## src/common/rv_defs.svh

```systemverilog
`ifndef RV_DEFS_SVH
`define RV_DEFS_SVH

// widths
`define XLEN        64
`define INST_W      32
`define REG_ADDR_W  5
`define CSR_ADDR_W  12

// major opcodes
`define OPC_LOAD      7'h03
`define OPC_OP_IMM    7'h13
`define OPC_AUIPC     7'h17
`define OPC_OP_IMM_W  7'h1b
`define OPC_STORE     7'h23
`define OPC_OP        7'h33
`define OPC_LUI       7'h37
`define OPC_OP_W      7'h3b
`define OPC_BRANCH    7'h63
`define OPC_JALR      7'h67
`define OPC_JAL       7'h6f
`define OPC_SYSTEM    7'h73

// function codes
`define FUNCT7_ZERO  7'h00
`define FUNCT7_ALT   7'h20
`define FUNCT6_ZERO  6'h00
`define FUNCT6_ALT   6'h10

// imm12 of the system instructions with funct3 zero
`define IMM_ECALL   12'h000
`define IMM_EBREAK  12'h001
`define IMM_MRET    12'h302

// alu operation, one-hot
`define ALU_W     12
`define ALU_ADD   0
`define ALU_SUB   1
`define ALU_SLT   2
`define ALU_SLTU  3
`define ALU_XOR   4
`define ALU_OR    5
`define ALU_AND   6
`define ALU_SLL   7
`define ALU_SRL   8
`define ALU_SRA   9
`define ALU_ANDN  10
`define ALU_WRI   11

// branch and jump kind, one-hot
`define BJ_W     8
`define BJ_BEQ   0
`define BJ_BNE   1
`define BJ_BLT   2
`define BJ_BGE   3
`define BJ_BLTU  4
`define BJ_BGEU  5
`define BJ_JALR  6
`define BJ_JAL   7

// load kind
`define LOAD_W  7
`define LD_LB   0
`define LD_LH   1
`define LD_LW   2
`define LD_LD   3
`define LD_LBU  4
`define LD_LHU  5
`define LD_LWU  6

// store kind
`define STORE_W  4
`define ST_SB    0
`define ST_SH    1
`define ST_SW    2
`define ST_SD    3

// write-back source
`define WB_W    3
`define WB_EXE  0
`define WB_MEM  1
`define WB_CSR  2

// exception cause
`define EXCP_W      2
`define EXCP_BRK    0
`define EXCP_ECALL  1

// op1 source, none set selects zero
`define OP1_W     3
`define OP1_RS1   0
`define OP1_PC    1
`define OP1_ZIMM  2

// op2 source
`define OP2_W     4
`define OP2_IMM   0
`define OP2_RS2   1
`define OP2_FOUR  2
`define OP2_CSR   3

// immediate format selects
`define IMM_FMT_W  3
`define AIMM_I     0
`define AIMM_S     1
`define AIMM_U     2
`define JIMM_B     0
`define JIMM_J     1
`define JIMM_I     2

`endif

```

## src/common/id_pkg.sv

```systemverilog
`include "rv_defs.svh"

package id_pkg;

  // data path
  typedef logic [`XLEN-1:0] xlen_t;

  typedef logic [`INST_W-1:0] inst_t;

  // register file index
  typedef logic [`REG_ADDR_W-1:0] reg_addr_t;

  typedef logic [`CSR_ADDR_W-1:0] csr_addr_t;

  // one-hot, bit positions in rv_defs.svh
  typedef logic [`ALU_W-1:0] alu_op_t;

  typedef logic [`BJ_W-1:0] bj_op_t;

  // memory access kinds
  typedef logic [`LOAD_W-1:0] load_op_t;

  typedef logic [`STORE_W-1:0] store_op_t;

  // which unit result goes back to rd
  typedef logic [`WB_W-1:0] wb_sel_t;

  typedef logic [`EXCP_W-1:0] excp_t;

  // operand sources for execute
  typedef logic [`OP1_W-1:0] op1_src_t;

  typedef logic [`OP2_W-1:0] op2_src_t;

  // alu immediate is I, S or U; jump offset is B, J or I
  typedef logic [`IMM_FMT_W-1:0] imm_fmt_t;

endpackage

```

## src/decode/inst_decoder.sv

```systemverilog
`timescale 1ns/1ps

`include "rv_defs.svh"

module inst_decoder (
  input  logic              id_valid,
  input  id_pkg::inst_t     stage_inst,
  output id_pkg::reg_addr_t rs1_addr,
  output id_pkg::reg_addr_t rs2_addr,
  output logic              csr_rd_ena,
  output id_pkg::csr_addr_t csr_rd_addr,
  output id_pkg::alu_op_t   alu_op,
  output logic              is_word,
  output id_pkg::bj_op_t    bj_op,
  output id_pkg::load_op_t  load_op,
  output id_pkg::store_op_t store_op,
  output logic              mem_rd_ena,
  output logic              mem_wr_ena,
  output id_pkg::wb_sel_t   wb_sel,
  output logic              reg_wr_ena,
  output id_pkg::reg_addr_t reg_wr_addr,
  output logic              csr_wr_ena,
  output id_pkg::csr_addr_t csr_wr_addr,
  output id_pkg::excp_t     excp_info,
  output logic              excp_exit,
  output logic              inst_illegal,
  output id_pkg::op1_src_t  op1_src,
  output id_pkg::op2_src_t  op2_src,
  output id_pkg::imm_fmt_t  alu_imm_fmt,
  output id_pkg::imm_fmt_t  jmp_imm_fmt
);

  import id_pkg::*;

  logic [6:0] opcode;
  logic [7:0] f3;
  logic       f6_zero, f6_alt, f7_zero, f7_alt;
  csr_addr_t  imm12;
  reg_addr_t  rd;

  assign opcode  = stage_inst[6:0];
  // funct3 as one-hot
  assign f3      = 8'b1 << stage_inst[14:12];
  assign f6_zero = (stage_inst[31:26] == `FUNCT6_ZERO);
  assign f6_alt  = (stage_inst[31:26] == `FUNCT6_ALT);
  assign f7_zero = (stage_inst[31:25] == `FUNCT7_ZERO);
  assign f7_alt  = (stage_inst[31:25] == `FUNCT7_ALT);
  assign imm12   = stage_inst[31:20];
  assign rd      = stage_inst[11:7];

  logic op_load, op_imm, op_auipc, op_imm_w, op_store, op_reg;
  logic op_lui, op_reg_w, op_branch, op_jalr, op_jal, op_sys;

  assign op_load   = (opcode == `OPC_LOAD);
  assign op_imm    = (opcode == `OPC_OP_IMM);
  assign op_auipc  = (opcode == `OPC_AUIPC);
  assign op_imm_w  = (opcode == `OPC_OP_IMM_W);
  assign op_store  = (opcode == `OPC_STORE);
  assign op_reg    = (opcode == `OPC_OP);
  assign op_lui    = (opcode == `OPC_LUI);
  assign op_reg_w  = (opcode == `OPC_OP_W);
  assign op_branch = (opcode == `OPC_BRANCH);
  assign op_jalr   = (opcode == `OPC_JALR) & f3[0];
  assign op_jal    = (opcode == `OPC_JAL);
  assign op_sys    = (opcode == `OPC_SYSTEM);

  // immediate alu ops, shifts carry a 6-bit shamt
  logic addi, slli, slti, sltiu, xori, srli, srai, ori, andi;
  assign addi  = op_imm & f3[0];
  assign slli  = op_imm & f3[1] & f6_zero;
  assign slti  = op_imm & f3[2];
  assign sltiu = op_imm & f3[3];
  assign xori  = op_imm & f3[4];
  assign srli  = op_imm & f3[5] & f6_zero;
  assign srai  = op_imm & f3[5] & f6_alt;
  assign ori   = op_imm & f3[6];
  assign andi  = op_imm & f3[7];

  logic addiw, slliw, srliw, sraiw;
  assign addiw = op_imm_w & f3[0];
  assign slliw = op_imm_w & f3[1] & f7_zero;
  assign srliw = op_imm_w & f3[5] & f7_zero;
  assign sraiw = op_imm_w & f3[5] & f7_alt;

  logic add, sub, sll, slt, sltu, xor_r, srl, sra, or_r, and_r;
  assign add   = op_reg & f3[0] & f7_zero;
  assign sub   = op_reg & f3[0] & f7_alt;
  assign sll   = op_reg & f3[1] & f7_zero;
  assign slt   = op_reg & f3[2] & f7_zero;
  assign sltu  = op_reg & f3[3] & f7_zero;
  assign xor_r = op_reg & f3[4] & f7_zero;
  assign srl   = op_reg & f3[5] & f7_zero;
  assign sra   = op_reg & f3[5] & f7_alt;
  assign or_r  = op_reg & f3[6] & f7_zero;
  assign and_r = op_reg & f3[7] & f7_zero;

  logic addw, subw, sllw, srlw, sraw;
  assign addw = op_reg_w & f3[0] & f7_zero;
  assign subw = op_reg_w & f3[0] & f7_alt;
  assign sllw = op_reg_w & f3[1] & f7_zero;
  assign srlw = op_reg_w & f3[5] & f7_zero;
  assign sraw = op_reg_w & f3[5] & f7_alt;

  logic ecall, ebreak, mret;
  assign ecall  = op_sys & f3[0] & (imm12 == `IMM_ECALL);
  assign ebreak = op_sys & f3[0] & (imm12 == `IMM_EBREAK);
  assign mret   = op_sys & f3[0] & (imm12 == `IMM_MRET);

  logic csrrw, csrrs, csrrc, csrrwi, csrrsi, csrrci;
  assign csrrw  = op_sys & f3[1];
  assign csrrs  = op_sys & f3[2];
  assign csrrc  = op_sys & f3[3];
  assign csrrwi = op_sys & f3[5];
  assign csrrsi = op_sys & f3[6];
  assign csrrci = op_sys & f3[7];

  assign load_op  = {`LOAD_W{op_load}} & f3[6:0];
  assign store_op = {`STORE_W{op_store}} & f3[3:0];
  assign bj_op    = {op_jal, op_jalr, {f3[7:4], f3[1:0]} & {6{op_branch}}};

  logic load_vld, store_vld, branch_vld, csr_reg, csr_imm, csr_vld;
  logic imm_vld, imm_w_vld, reg_vld, reg_w_vld, exe_wb, inst_vld;
  assign load_vld   = |load_op;
  assign store_vld  = |store_op;
  assign branch_vld = |bj_op[`BJ_BGEU:`BJ_BEQ];
  assign csr_reg    = csrrw | csrrs | csrrc;
  assign csr_imm    = csrrwi | csrrsi | csrrci;
  assign csr_vld    = csr_reg | csr_imm;
  assign imm_vld    = addi | slli | slti | sltiu | xori | srli | srai | ori | andi;
  assign imm_w_vld  = addiw | slliw | srliw | sraiw;
  assign reg_vld    = add | sub | sll | slt | sltu | xor_r | srl | sra | or_r | and_r;
  assign reg_w_vld  = addw | subw | sllw | srlw | sraw;
  assign exe_wb     = imm_vld | imm_w_vld | reg_vld | reg_w_vld | op_lui | op_auipc
                    | op_jal | op_jalr;
  assign inst_vld   = exe_wb | load_vld | store_vld | branch_vld | csr_vld
                    | ecall | ebreak | mret;

  assign alu_op[`ALU_ADD]  = add | addi | addw | addiw | op_auipc | op_lui | load_vld
                           | store_vld | op_jal | op_jalr;
  assign alu_op[`ALU_SUB]  = sub | subw | branch_vld;
  assign alu_op[`ALU_SLT]  = slt | slti | bj_op[`BJ_BLT] | bj_op[`BJ_BGE];
  assign alu_op[`ALU_SLTU] = sltu | sltiu | bj_op[`BJ_BLTU] | bj_op[`BJ_BGEU];
  assign alu_op[`ALU_XOR]  = xor_r | xori | bj_op[`BJ_BEQ] | bj_op[`BJ_BNE];
  assign alu_op[`ALU_OR]   = or_r | ori | csrrs | csrrsi;
  assign alu_op[`ALU_AND]  = and_r | andi;
  assign alu_op[`ALU_SLL]  = sll | slli | sllw | slliw;
  assign alu_op[`ALU_SRL]  = srl | srli | srlw | srliw;
  assign alu_op[`ALU_SRA]  = sra | srai | sraw | sraiw;
  assign alu_op[`ALU_ANDN] = csrrc | csrrci;
  assign alu_op[`ALU_WRI]  = csrrw | csrrwi;
  assign is_word           = imm_w_vld | reg_w_vld;

  logic use_rs1, use_rs2;
  assign use_rs1  = load_vld | store_vld | imm_vld | imm_w_vld | reg_vld | reg_w_vld
                  | branch_vld | op_jalr | csr_reg;
  assign use_rs2  = store_vld | reg_vld | reg_w_vld | branch_vld;
  assign rs1_addr = use_rs1 ? stage_inst[19:15] : '0;
  assign rs2_addr = use_rs2 ? stage_inst[24:20] : '0;

  assign csr_rd_ena  = csr_vld;
  assign csr_rd_addr = csr_vld ? imm12 : '0;
  assign csr_wr_ena  = csr_vld;
  assign csr_wr_addr = csr_vld ? imm12 : '0;

  assign mem_rd_ena  = load_vld;
  assign mem_wr_ena  = store_vld;
  assign wb_sel      = {csr_vld, load_vld, exe_wb};
  assign reg_wr_ena  = |wb_sel;
  assign reg_wr_addr = reg_wr_ena ? rd : '0;

  assign excp_info[`EXCP_BRK]   = ebreak;
  assign excp_info[`EXCP_ECALL] = ecall;
  assign excp_exit              = mret;
  assign inst_illegal           = id_valid & ~inst_vld;

  // lui leaves op1 at zero
  assign op1_src[`OP1_RS1]  = use_rs1 & ~op_jalr;
  assign op1_src[`OP1_PC]   = op_auipc | op_jal | op_jalr;
  assign op1_src[`OP1_ZIMM] = csr_imm;

  assign op2_src[`OP2_IMM]  = load_vld | store_vld | imm_vld | imm_w_vld | op_lui | op_auipc;
  assign op2_src[`OP2_RS2]  = reg_vld | reg_w_vld | branch_vld;
  assign op2_src[`OP2_FOUR] = op_jal | op_jalr;
  assign op2_src[`OP2_CSR]  = csr_vld;

  assign alu_imm_fmt[`AIMM_I] = load_vld | imm_vld | imm_w_vld;
  assign alu_imm_fmt[`AIMM_S] = store_vld;
  assign alu_imm_fmt[`AIMM_U] = op_lui | op_auipc;

  assign jmp_imm_fmt[`JIMM_B] = branch_vld;
  assign jmp_imm_fmt[`JIMM_J] = op_jal;
  assign jmp_imm_fmt[`JIMM_I] = op_jalr;

endmodule

```

## src/decode/operand_gen.sv

```systemverilog
`timescale 1ns/1ps

`include "rv_defs.svh"

module operand_gen (
  input  id_pkg::inst_t    stage_inst,
  input  id_pkg::xlen_t    stage_pc,
  input  id_pkg::xlen_t    rs1_data,
  input  id_pkg::xlen_t    rs2_data,
  input  id_pkg::xlen_t    csr_data,
  input  id_pkg::op1_src_t op1_src,
  input  id_pkg::op2_src_t op2_src,
  input  id_pkg::imm_fmt_t alu_imm_fmt,
  input  id_pkg::imm_fmt_t jmp_imm_fmt,
  output id_pkg::xlen_t    op1,
  output id_pkg::xlen_t    op2,
  output id_pkg::xlen_t    jmp_imm
);

  import id_pkg::*;

  xlen_t imm_i;
  xlen_t imm_s;
  xlen_t imm_b;
  xlen_t imm_u;
  xlen_t imm_j;
  xlen_t zimm;
  xlen_t alu_imm;

  assign imm_i = {{(`XLEN-12){stage_inst[31]}}, stage_inst[31:20]};

  assign imm_s = {{(`XLEN-12){stage_inst[31]}}, stage_inst[31:25], stage_inst[11:7]};

  assign imm_b = {{(`XLEN-13){stage_inst[31]}}, stage_inst[31], stage_inst[7],
                  stage_inst[30:25], stage_inst[11:8], 1'b0};

  // upper immediate, also sign-extended to 64 bits
  assign imm_u = {{(`XLEN-32){stage_inst[31]}}, stage_inst[31:12], 12'b0};

  assign imm_j = {{(`XLEN-21){stage_inst[31]}}, stage_inst[31], stage_inst[19:12],
                  stage_inst[20], stage_inst[30:21], 1'b0};

  // csr immediate sits in the rs1 field
  assign zimm = {{(`XLEN-5){1'b0}}, stage_inst[19:15]};

  // all selects are one-hot, so and-or muxing is enough
  assign alu_imm = ({`XLEN{alu_imm_fmt[`AIMM_I]}} & imm_i)
                 | ({`XLEN{alu_imm_fmt[`AIMM_S]}} & imm_s)
                 | ({`XLEN{alu_imm_fmt[`AIMM_U]}} & imm_u);

  assign op1 = ({`XLEN{op1_src[`OP1_RS1]}}  & rs1_data)
             | ({`XLEN{op1_src[`OP1_PC]}}   & stage_pc)
             | ({`XLEN{op1_src[`OP1_ZIMM]}} & zimm);

  assign op2 = ({`XLEN{op2_src[`OP2_IMM]}}  & alu_imm)
             | ({`XLEN{op2_src[`OP2_RS2]}}  & rs2_data)
             | ({`XLEN{op2_src[`OP2_FOUR]}} & xlen_t'(4))
             | ({`XLEN{op2_src[`OP2_CSR]}}  & csr_data);

  // jalr offset is added to rs1 in execute
  assign jmp_imm = ({`XLEN{jmp_imm_fmt[`JIMM_B]}} & imm_b)
                 | ({`XLEN{jmp_imm_fmt[`JIMM_J]}} & imm_j)
                 | ({`XLEN{jmp_imm_fmt[`JIMM_I]}} & imm_i);

endmodule

```

## src/id_pipe_reg.sv

```systemverilog
`timescale 1ns/1ps

`include "rv_defs.svh"

module id_pipe_reg (
  input  logic          clk,
  input  logic          rst,
  input  logic          if_to_id_valid,
  input  id_pkg::xlen_t if_to_id_pc,
  input  id_pkg::inst_t if_to_id_inst,
  input  logic          ex_allowin,
  input  logic          bj_flush,
  output logic          id_allowin,
  output logic          id_to_ex_valid,
  output logic          id_valid,
  output id_pkg::xlen_t stage_pc,
  output id_pkg::inst_t stage_inst
);

  import id_pkg::*;

  xlen_t pc_q;
  inst_t inst_q;

  // decode always finishes in one cycle
  assign id_allowin     = ~id_valid | ex_allowin;
  assign id_to_ex_valid = id_valid & ~bj_flush;

  always_ff @(posedge clk) begin
    if (rst) begin
      id_valid <= 1'b0;
    end else if (id_allowin) begin
      id_valid <= if_to_id_valid;
    end else if (bj_flush) begin
      // stalled and flushed
      id_valid <= 1'b0;
    end
  end

  always_ff @(posedge clk) begin
    if (if_to_id_valid && id_allowin) begin
      pc_q   <= if_to_id_pc;
      inst_q <= if_to_id_inst;
    end
  end

  assign stage_pc = pc_q;
  // all-zero word decodes to nothing
  assign stage_inst = id_valid ? inst_q : '0;

endmodule

```

## src/id_stage.sv

```systemverilog
`timescale 1ns/1ps

`include "rv_defs.svh"

module id_stage (
  input  logic              clk,
  input  logic              rst,

  input  logic              if_to_id_valid,
  input  id_pkg::xlen_t     if_to_id_pc,
  input  id_pkg::inst_t     if_to_id_inst,
  output logic              id_allowin,
  input  logic              ex_allowin,
  input  logic              bj_flush,

  input  id_pkg::xlen_t     rs1_data,
  input  id_pkg::xlen_t     rs2_data,
  input  id_pkg::xlen_t     csr_data,
  output id_pkg::reg_addr_t rs1_addr,
  output id_pkg::reg_addr_t rs2_addr,
  output logic              csr_rd_ena,
  output id_pkg::csr_addr_t csr_rd_addr,

  output logic              id_to_ex_valid,
  output id_pkg::xlen_t     id_to_ex_pc,
  output id_pkg::xlen_t     op1,
  output id_pkg::xlen_t     op2,
  output id_pkg::xlen_t     jmp_imm,
  output id_pkg::alu_op_t   alu_op,
  output logic              is_word,
  output id_pkg::bj_op_t    bj_op,
  output id_pkg::load_op_t  load_op,
  output id_pkg::store_op_t store_op,
  output logic              mem_rd_ena,
  output logic              mem_wr_ena,
  output id_pkg::wb_sel_t   wb_sel,
  output logic              reg_wr_ena,
  output id_pkg::reg_addr_t reg_wr_addr,
  output logic              csr_wr_ena,
  output id_pkg::csr_addr_t csr_wr_addr,
  output id_pkg::excp_t     excp_info,
  output logic              excp_exit,
  output logic              inst_illegal
);

  import id_pkg::*;

  logic     id_valid;
  xlen_t    stage_pc;
  inst_t    stage_inst;
  op1_src_t op1_src;
  op2_src_t op2_src;
  imm_fmt_t alu_imm_fmt;
  imm_fmt_t jmp_imm_fmt;

  assign id_to_ex_pc = stage_pc;

  id_pipe_reg u_pipe_reg (
    .clk            (clk),
    .rst            (rst),
    .if_to_id_valid (if_to_id_valid),
    .if_to_id_pc    (if_to_id_pc),
    .if_to_id_inst  (if_to_id_inst),
    .ex_allowin     (ex_allowin),
    .bj_flush       (bj_flush),
    .id_allowin     (id_allowin),
    .id_to_ex_valid (id_to_ex_valid),
    .id_valid       (id_valid),
    .stage_pc       (stage_pc),
    .stage_inst     (stage_inst)
  );

  inst_decoder u_decoder (
    .id_valid     (id_valid),
    .stage_inst   (stage_inst),
    .rs1_addr     (rs1_addr),
    .rs2_addr     (rs2_addr),
    .csr_rd_ena   (csr_rd_ena),
    .csr_rd_addr  (csr_rd_addr),
    .alu_op       (alu_op),
    .is_word      (is_word),
    .bj_op        (bj_op),
    .load_op      (load_op),
    .store_op     (store_op),
    .mem_rd_ena   (mem_rd_ena),
    .mem_wr_ena   (mem_wr_ena),
    .wb_sel       (wb_sel),
    .reg_wr_ena   (reg_wr_ena),
    .reg_wr_addr  (reg_wr_addr),
    .csr_wr_ena   (csr_wr_ena),
    .csr_wr_addr  (csr_wr_addr),
    .excp_info    (excp_info),
    .excp_exit    (excp_exit),
    .inst_illegal (inst_illegal),
    .op1_src      (op1_src),
    .op2_src      (op2_src),
    .alu_imm_fmt  (alu_imm_fmt),
    .jmp_imm_fmt  (jmp_imm_fmt)
  );

  operand_gen u_operand_gen (
    .stage_inst  (stage_inst),
    .stage_pc    (stage_pc),
    .rs1_data    (rs1_data),
    .rs2_data    (rs2_data),
    .csr_data    (csr_data),
    .op1_src     (op1_src),
    .op2_src     (op2_src),
    .alu_imm_fmt (alu_imm_fmt),
    .jmp_imm_fmt (jmp_imm_fmt),
    .op1         (op1),
    .op2         (op2),
    .jmp_imm     (jmp_imm)
  );

endmodule

```

## config.mk

```make
export PLATFORM = sky130hd
export DESIGN_NAME = id_stage
export DESIGN_NICKNAME = d
export VERILOG_FILES = /design/src/common/id_pkg.sv /design/src/decode/inst_decoder.sv /design/src/decode/operand_gen.sv /design/src/id_pipe_reg.sv /design/src/id_stage.sv
export VERILOG_INCLUDE_DIRS = /design/src /design/src/common
export SDC_FILE = /design/constraint.sdc
export NUM_CORES = 1
export LEC_CHECK = 0
export BUFFER_PORTS_ARGS = -buffer_cell sky130_fd_sc_hd__buf_2
export CAP_MARGIN = 20
export CORE_AREA = 4 4 247 249
export CTS_CLUSTER_SIZE = 30
export DETAILED_ROUTE_END_ITERATION = 10
export DIE_AREA = 0 0 251 253
export PLACE_DENSITY = 0.31
export SLEW_MARGIN = 20
export SYNTH_ARGS = -nofsm -noshare
export SYNTH_HDL_FRONTEND = slang
export SYNTH_SLANG_ARGS = --single-unit
```

## constraint.sdc

```tcl
create_clock -name clk -period 7.9 [get_ports clk]
set_clock_uncertainty 0.1 [all_clocks]
set_input_delay 1.185 -clock clk [delete_from_list [all_inputs] [get_ports clk]]
set_output_delay 1.185 -clock clk [all_outputs]
set_load 0.01 [all_outputs]
```

==> After elaboration in Yosys (flattened, before gate mapping) <==
Index checks and enable logic that the tools add are counted.
{ "word_totals": {"wordCells": 222, "regBits": 97, "in_bits": 293} }
{ "classes": {"muxes": 7, "eq_ne": 16, "n_reduce_logical": 9, "n_shift": 1, "bitwise_logic": 186} }
{ "op_table": {"columns": ["operator", "n"], "rows": [
  ["64-bit bitwise AND", 11],
  ["64-bit OR", 8],
  ["1-bit OR", 101],
  ["64-bit by 5-bit bitwise AND with 64-bit output", 1],
  ["64-bit by 3-bit OR with 64-bit output", 1],
  ["1-bit bitwise AND", 57],
  ["7-bit by 6-bit equality test with 1-bit output (second input constant)", 5],
  ["32-bit 2-to-1 mux", 1],
  ["7-bit equality test (second input constant)", 4],
  ["7-bit by 5-bit equality test with 1-bit output (second input constant)", 3],
  ["5-bit 2-to-1 mux", 3],
  ["12-bit by 1-bit equality test with 1-bit output (second input constant)", 1],
  ["12-bit by 10-bit equality test with 1-bit output (second input constant)", 1],
  ["12-bit zero test", 1],
  ["12-bit 2-to-1 mux", 1],
  ["9-bit OR reduction", 1],
  ["1-bit by 3-bit left shift with 8-bit output (first input constant)", 1],
  ["7-bit bitwise AND", 1],
  ["7-bit by 2-bit equality test with 1-bit output (second input constant)", 1],
  ["7-bit zero test", 1],
  ["7-bit OR reduction", 1],
  ["6-bit bitwise AND", 1],
  ["6-bit by 5-bit equality test with 1-bit output (second input constant)", 1],
  ["6-bit zero test", 1],
  ["7 further kinds", 11]
]} }

==> Depth between registers and ports, before layout <==
{ "depth": {"depth_word": 28, "depth_mapped": 10} }

==> Cells and area by module <==
A second synthesis with hierarchy kept.
{ "hier_totals": {"hier_cells": 676, "area_unflattened_um2": 6635.1} }
{ "by_module_without_submodules": {"columns": ["mod", "cells_per_inst", "seq_area_each_um2", "n_inst", "area_per_inst_um2"], "rows": [
  ["id_pipe_reg", 138, 2902.8, 1, 3164.3],
  ["operand_gen", 314, 0.0, 1, 2160.8],
  ["inst_decoder", 224, 0.0, 1, 1310.0]
]} }

==> Worst setup path before layout <==
Ideal clock, no wire load.
{ "synth_timing": {"path_kind": "reg2out", "from": "reg u_pipe_reg.inst_q[4]", "to": "out jmp_imm[21]", "path_stages_with_launch": 9, "setup_slack_ns": 2.982, "n_path_buf": 3, "arrival_ns": 3.633, "path_cell_list": "edfxtp_1 -> clkbuf_1 -> nand4b_1 -> or3_1 -> clkbuf_1 -> a31oi_1 -> nor2_1 -> nor2_1 -> buf_4"} }
{ "synth_via": {"elab_chain_cells": 7, "word_cells_on_any_way": 12, "classes_between": "eq/ne: 3; mux: 1; bitwise: 7; reduce/logical: 1"} }
{ "synth_rtl": {"columns": ["item", "line_no", "text"], "rows": [
  ["start: declaration", "id_pipe_reg.sv:23", "inst_t inst_q;"],
  ["start signal: assignment", "id_pipe_reg.sv:43", "inst_q <= if_to_id_inst;"],
  ["32-bit 2-to-1 mux (*)", "id_pipe_reg.sv:49", "assign stage_inst = id_valid ? inst_q : '0;"],
  ["7-bit equality test (no source line)", null, null],
  ["6-bit bitwise AND", "inst_decoder.sv:119", "assign bj_op = {op_jal, op_jalr, {f3[7:4], f3[1:0]} & {6{op_branch}}};"],
  ["6-bit OR reduction", "inst_decoder.sv:125", "assign branch_vld = |bj_op[`BJ_BGEU:`BJ_BEQ];"],
  ["64-bit bitwise AND", "operand_gen.sv:61", "assign jmp_imm = ({`XLEN{jmp_imm_fmt[`JIMM_B]}} & imm_b)"],
  ["64-bit OR", "operand_gen.sv:61", null],
  ["64-bit OR (*)", "operand_gen.sv:61", null],
  ["end: declaration", "id_stage.sv:28", "output id_pkg::xlen_t jmp_imm,"]
]} }
Mark *: on every way between the ends. The rest lies on a longest branch, timed or not.

==> Worst setup path in the final report <==
{ "layout_timing": {"from": "reg u_pipe_reg.id_valid", "to": "out op1[59]"} }
{ "layout_via": {"elab_chain_cells": 23, "word_cells_on_any_way": 118, "classes_between": "eq/ne: 13; shift: 1; mux: 1; bitwise: 98; reduce/logical: 5"} }
{ "layout_rtl": {"columns": ["item", "line_no", "text"], "rows": [
  ["start: declaration", "id_pipe_reg.sv:15", "output logic id_valid,"],
  ["start signal: assignment", "id_pipe_reg.sv:33", "id_valid <= if_to_id_valid;"],
  ["32-bit 2-to-1 mux (*)", "id_pipe_reg.sv:49", null],
  ["7-bit by 5-bit equality test with 1-bit output (no source line) or 1-bit by 3-bit left shift with 8-bit output (tied branches)", null, null],
  ["1-bit bitwise AND (2 in series)", "inst_decoder.sv:70", "assign slli = op_imm & f3[1] & f6_zero;"],
  ["1-bit OR (8 in series)", "inst_decoder.sv:129", "assign imm_vld = addi | slli | slti | sltiu | xori | srli | srai | ori | andi;"],
  ["1-bit OR (4 in series)", "inst_decoder.sv:154", "assign use_rs1 = load_vld | store_vld | imm_vld | imm_w_vld | reg_vld | reg_w_vld"],
  ["1-bit OR (3 in series)", "inst_decoder.sv:155", "| branch_vld | op_jalr | csr_reg;"],
  ["1-bit bitwise AND", "inst_decoder.sv:177", "assign op1_src[`OP1_RS1] = use_rs1 & ~op_jalr;"],
  ["64-bit bitwise AND", "operand_gen.sv:51", "assign op1 = ({`XLEN{op1_src[`OP1_RS1]}} & rs1_data)"],
  ["64-bit OR", "operand_gen.sv:51", null],
  ["64-bit OR (*)", "operand_gen.sv:51", null],
  ["end: declaration", "id_stage.sv:26", "output id_pkg::xlen_t op1,"]
]} }
Marked as above.

==> results by group <==
Critical path
  – Most used cell, CP: buf_4
  – CP Launch Point: u_pipe_reg.id_valid$_SDFFE_PP0P_
  – RR Startpoint: u_pipe_reg.id_valid$_SDFFE_PP0P_
  – Critical path class: flop to primary output
  – Critical path fanouts, max: 40
  – Startpoint Class: flop
  – Data arrival time at the worst-slack endpoint: about 4.4 ns
  – Critical path endpoint category: primary output
  – Cell Chain, Critical Path: buf_4 -> nand4b_1 -> or4_4 -> a31oi_4 -> nor3_4 -> buf_4 -> or3b_2 -> buf_4 -> buf_4 -> a22o_1 -> buf_2
  – Crit-path slowest cell: or3b_2
  – CP max stage delay: roughly 0.7 ns
  – Crit path required time: approximately 6.6 ns

CTS
  – Longest Clk Path Bufs: 2
  – CTS tree: done
  – Clock tree root buffer cell: clkbuf_16
  – CTS Sinks: between 90 and 100
  – H-tree levels: 3
  – Clk_lat worst skew: between 0.3 and 0.4 ns
  – Setup bufs post-CTS: 0
  – Clock slew at reported path FFs: around 0.070 ns
  – CTS Buf Count: 9
  – Hold Buf Count CTS: 0
  – CTS resizes: 0

Floorplan
  – Overall die height: about 250 um
  – IO Count: around 630
  – Die area: about 64,000 um2
  – CORE AREA: around 60,000 um2
  – Chip width: roughly 250 um
  – Row cnt: slightly below 90
  – Initial core utilization: 10.8%

Routing
  – Via/cell ratio: around 4.0
  – # DRC: 0
  – Post-Route WL: about 51,000 um
  – DRT Pass-1 Iters: 8
  – Via Count: around 7,700
  – Post-route ant nets: 0
  – Drt wl/cell: ~26 um
  – Iter 0 DRT Violations: 441

Synthesis
  – Yosys reg bits: between 90 and 100
  – Synth warnings: 0
  – Cell taking the most area after synthesis: edfxtp_1
  – Top cells by area, synth: edfxtp_1 (45%), a22o_1 (8.7%), buf_4 (7.9%), a221o_1 (6.0%), nor2_1 (3.8%)
  – Syn_area_per_cell: between 10 and 15 um2
  – Top FF cell, synth: edfxtp_1
  – Netlist Area Pre-Place: 6350 um2
  – Yosys top cell area share: 45.4%
  – List of most frequent post-synthesis cells: edfxtp_1 (96), buf_4 (67), nor2_1 (65)
  – Sequential share of the synthesized area: a little under half
  – Synth Instances: between 600 and 700
  – Ys async rst share: 0%
  – Post-synth EDFFs: 96
  – Distinct cells, synth: 58
  – Synthesized net count: about 900
  – Most numerous cell in the Yosys netlist: edfxtp_1

Power
  – Logic pwr share: around 14%
  – Pwr per Cell Area: approximately 130 nW/um2
  – Tot Pwr: ~1.3 mW
  – VDD IR max: roughly 0.08 mV
  – Clock share of power: ~36%
  – Switching pwr: around 0.37 mW
  – LEAKAGE: roughly 4.9 nW
  – Int Pwr: approximately 0.91 mW
  – Switching Share: between 20% and 30%
  – Register share of total power: around half

Hold path
  – Worst Hold Class: flop to flop
  – Hold path startpoint: u_pipe_reg.id_valid$_SDFFE_PP0P_

Global routing
  – Largest net degree at the start of global routing: 66
  – Total gr overflow: 0
  – Vias in the first global route: about 8,000
  – First-pass GRT wire length: between 60,000 and 70,000 um
  – Tot GR Track Use: between 15 and 20%
  – Initial antenna violation count: 32

Placement
  – Dpl hpwl: around 43,000 um
  – Placed instance count: approximately 1,900
  – RePlAce Congestion: between 0.8 and 0.9
  – Port buffer count: roughly 630
  – Area post-placement: 9870 um2
  – Dpl ws: between 2 and 3 ns

Cells and area
  – Layout Area Growth over Synthesis: 60.4%
  – Core occupancy in the finished layout: between 10% and 20%
  – Non-filler cells, final: about 2,000
  – Share of layout cells above drive strength 1: about 59%
  – Finished Cell Area: 10,200 um2
  – Final nets: between 1,000 and 1,500

STA
  – Fmax: 0.177 GHz
  – Slew @ Worst Pin: 0.922 ns
  – Hold_ws: about 0.67 ns
  – Worst setup margin: roughly 2.3 ns
  – Relative slew slack: roughly 39%
  – Unrepaired setup endpoints after global routing: no
  – Final Max Tran Viols: 0
  – Tmin final: around 5.6 ns
  – Setup TNS Final: 0 ns
  – Final Cycle Share: 71.4%
  – # setup viols final: 0
  – Endpoints failing hold: 0

Status
  – Status: completed

Run
  – Max_cap viols: 0
-- cell families (layout without fill, tap and decap cells) --
logic type      after synthesis  after routing  synth area share (%)
compound gates              215            215                  27.3
xor+xnor                      1              1                 0.138
buf+inv                     128            672                  12.6
flops                        97             97                  45.7
other cells                   0              8                     0
simple gates                179            179                  14.2
-- worst max-delay path, delay by kind of cell (launching register included) --
family	cells	cell delay [ns]
simple gates	4	1.67
buf+inv	5	1.34
flops	1	0.50
compound gates	2	0.39
-- metal layers --
metal	wire, um	track usage [%]
met2	27600	29.6
met1	17500	15.0
met3	4910	5.76
met5	93	0
met4	908	3.22
-- power groups by stage --
stage | clock network, mW | logic (mW) | registers [mW]
after floorplan | 0 | 0.0479 | 0.641
after global placement | 0 | 0.185 | 0.650
after detailed placement | 0 | 0.183 | 0.650
after CTS | 0.492 | 0.185 | 0.638
after global routing | 0.508 | 0.197 | 0.641
final | 0.466 | 0.179 | 0.636
-- cell usage in the layout (no fill, tap or decap), types with 7 or more instances in the layout --
master     netlist  layout
edfxtp_1        96      96
a22o_1          63      63
nor3_1          16      15
diode_2          0       8
buf_4           67      15
nor2b_1          8       8
a222oi_1        22      22
clkbuf_16        0       9
a22oi_1          8       8
nand2_1         37      37
nand3_1          9       8
o21ai_0         43      42
a221o_1         38      38
nor2_1          65      64
a21oi_1         10      10
inv_1            8       7
buf_2           14     633
-- worst paths after layout --
kind | to | slack, ns | depth (start not counted)
worst max-delay path | op1[59] | 2.26 | 11
worst max register to register | u_pipe_reg.stage_pc[7]$_DFFE_PP_ | 5.49 | 3
worst min-delay path | u_pipe_reg.id_valid$_SDFFE_PP0P_ | 0.67 | 4
worst min register to register | u_pipe_reg.id_valid$_SDFFE_PP0P_ | 0.67 | 4
-- layout make-up --
type | count | area (um2)
clock inverters | 7 | 71.3
flip-flops and latches | 97 | 2900
well taps | 773 | 967
fillers | 6687 | 48500
repair buffers | 648 | 3280
clock buffers | 9 | 225
inverters | 8 | 30.0
diodes | 8 | 20.0
multi-input cells | 395 | 2690
-- state kept, by name, summed over array words and instances, names as in the netlist --
register             cells
u_pipe_reg.id_valid      1
u_pipe_reg.inst_q       32
u_pipe_reg.stage_pc     64
No activity file was read; power rests on OpenSTA's default activity.
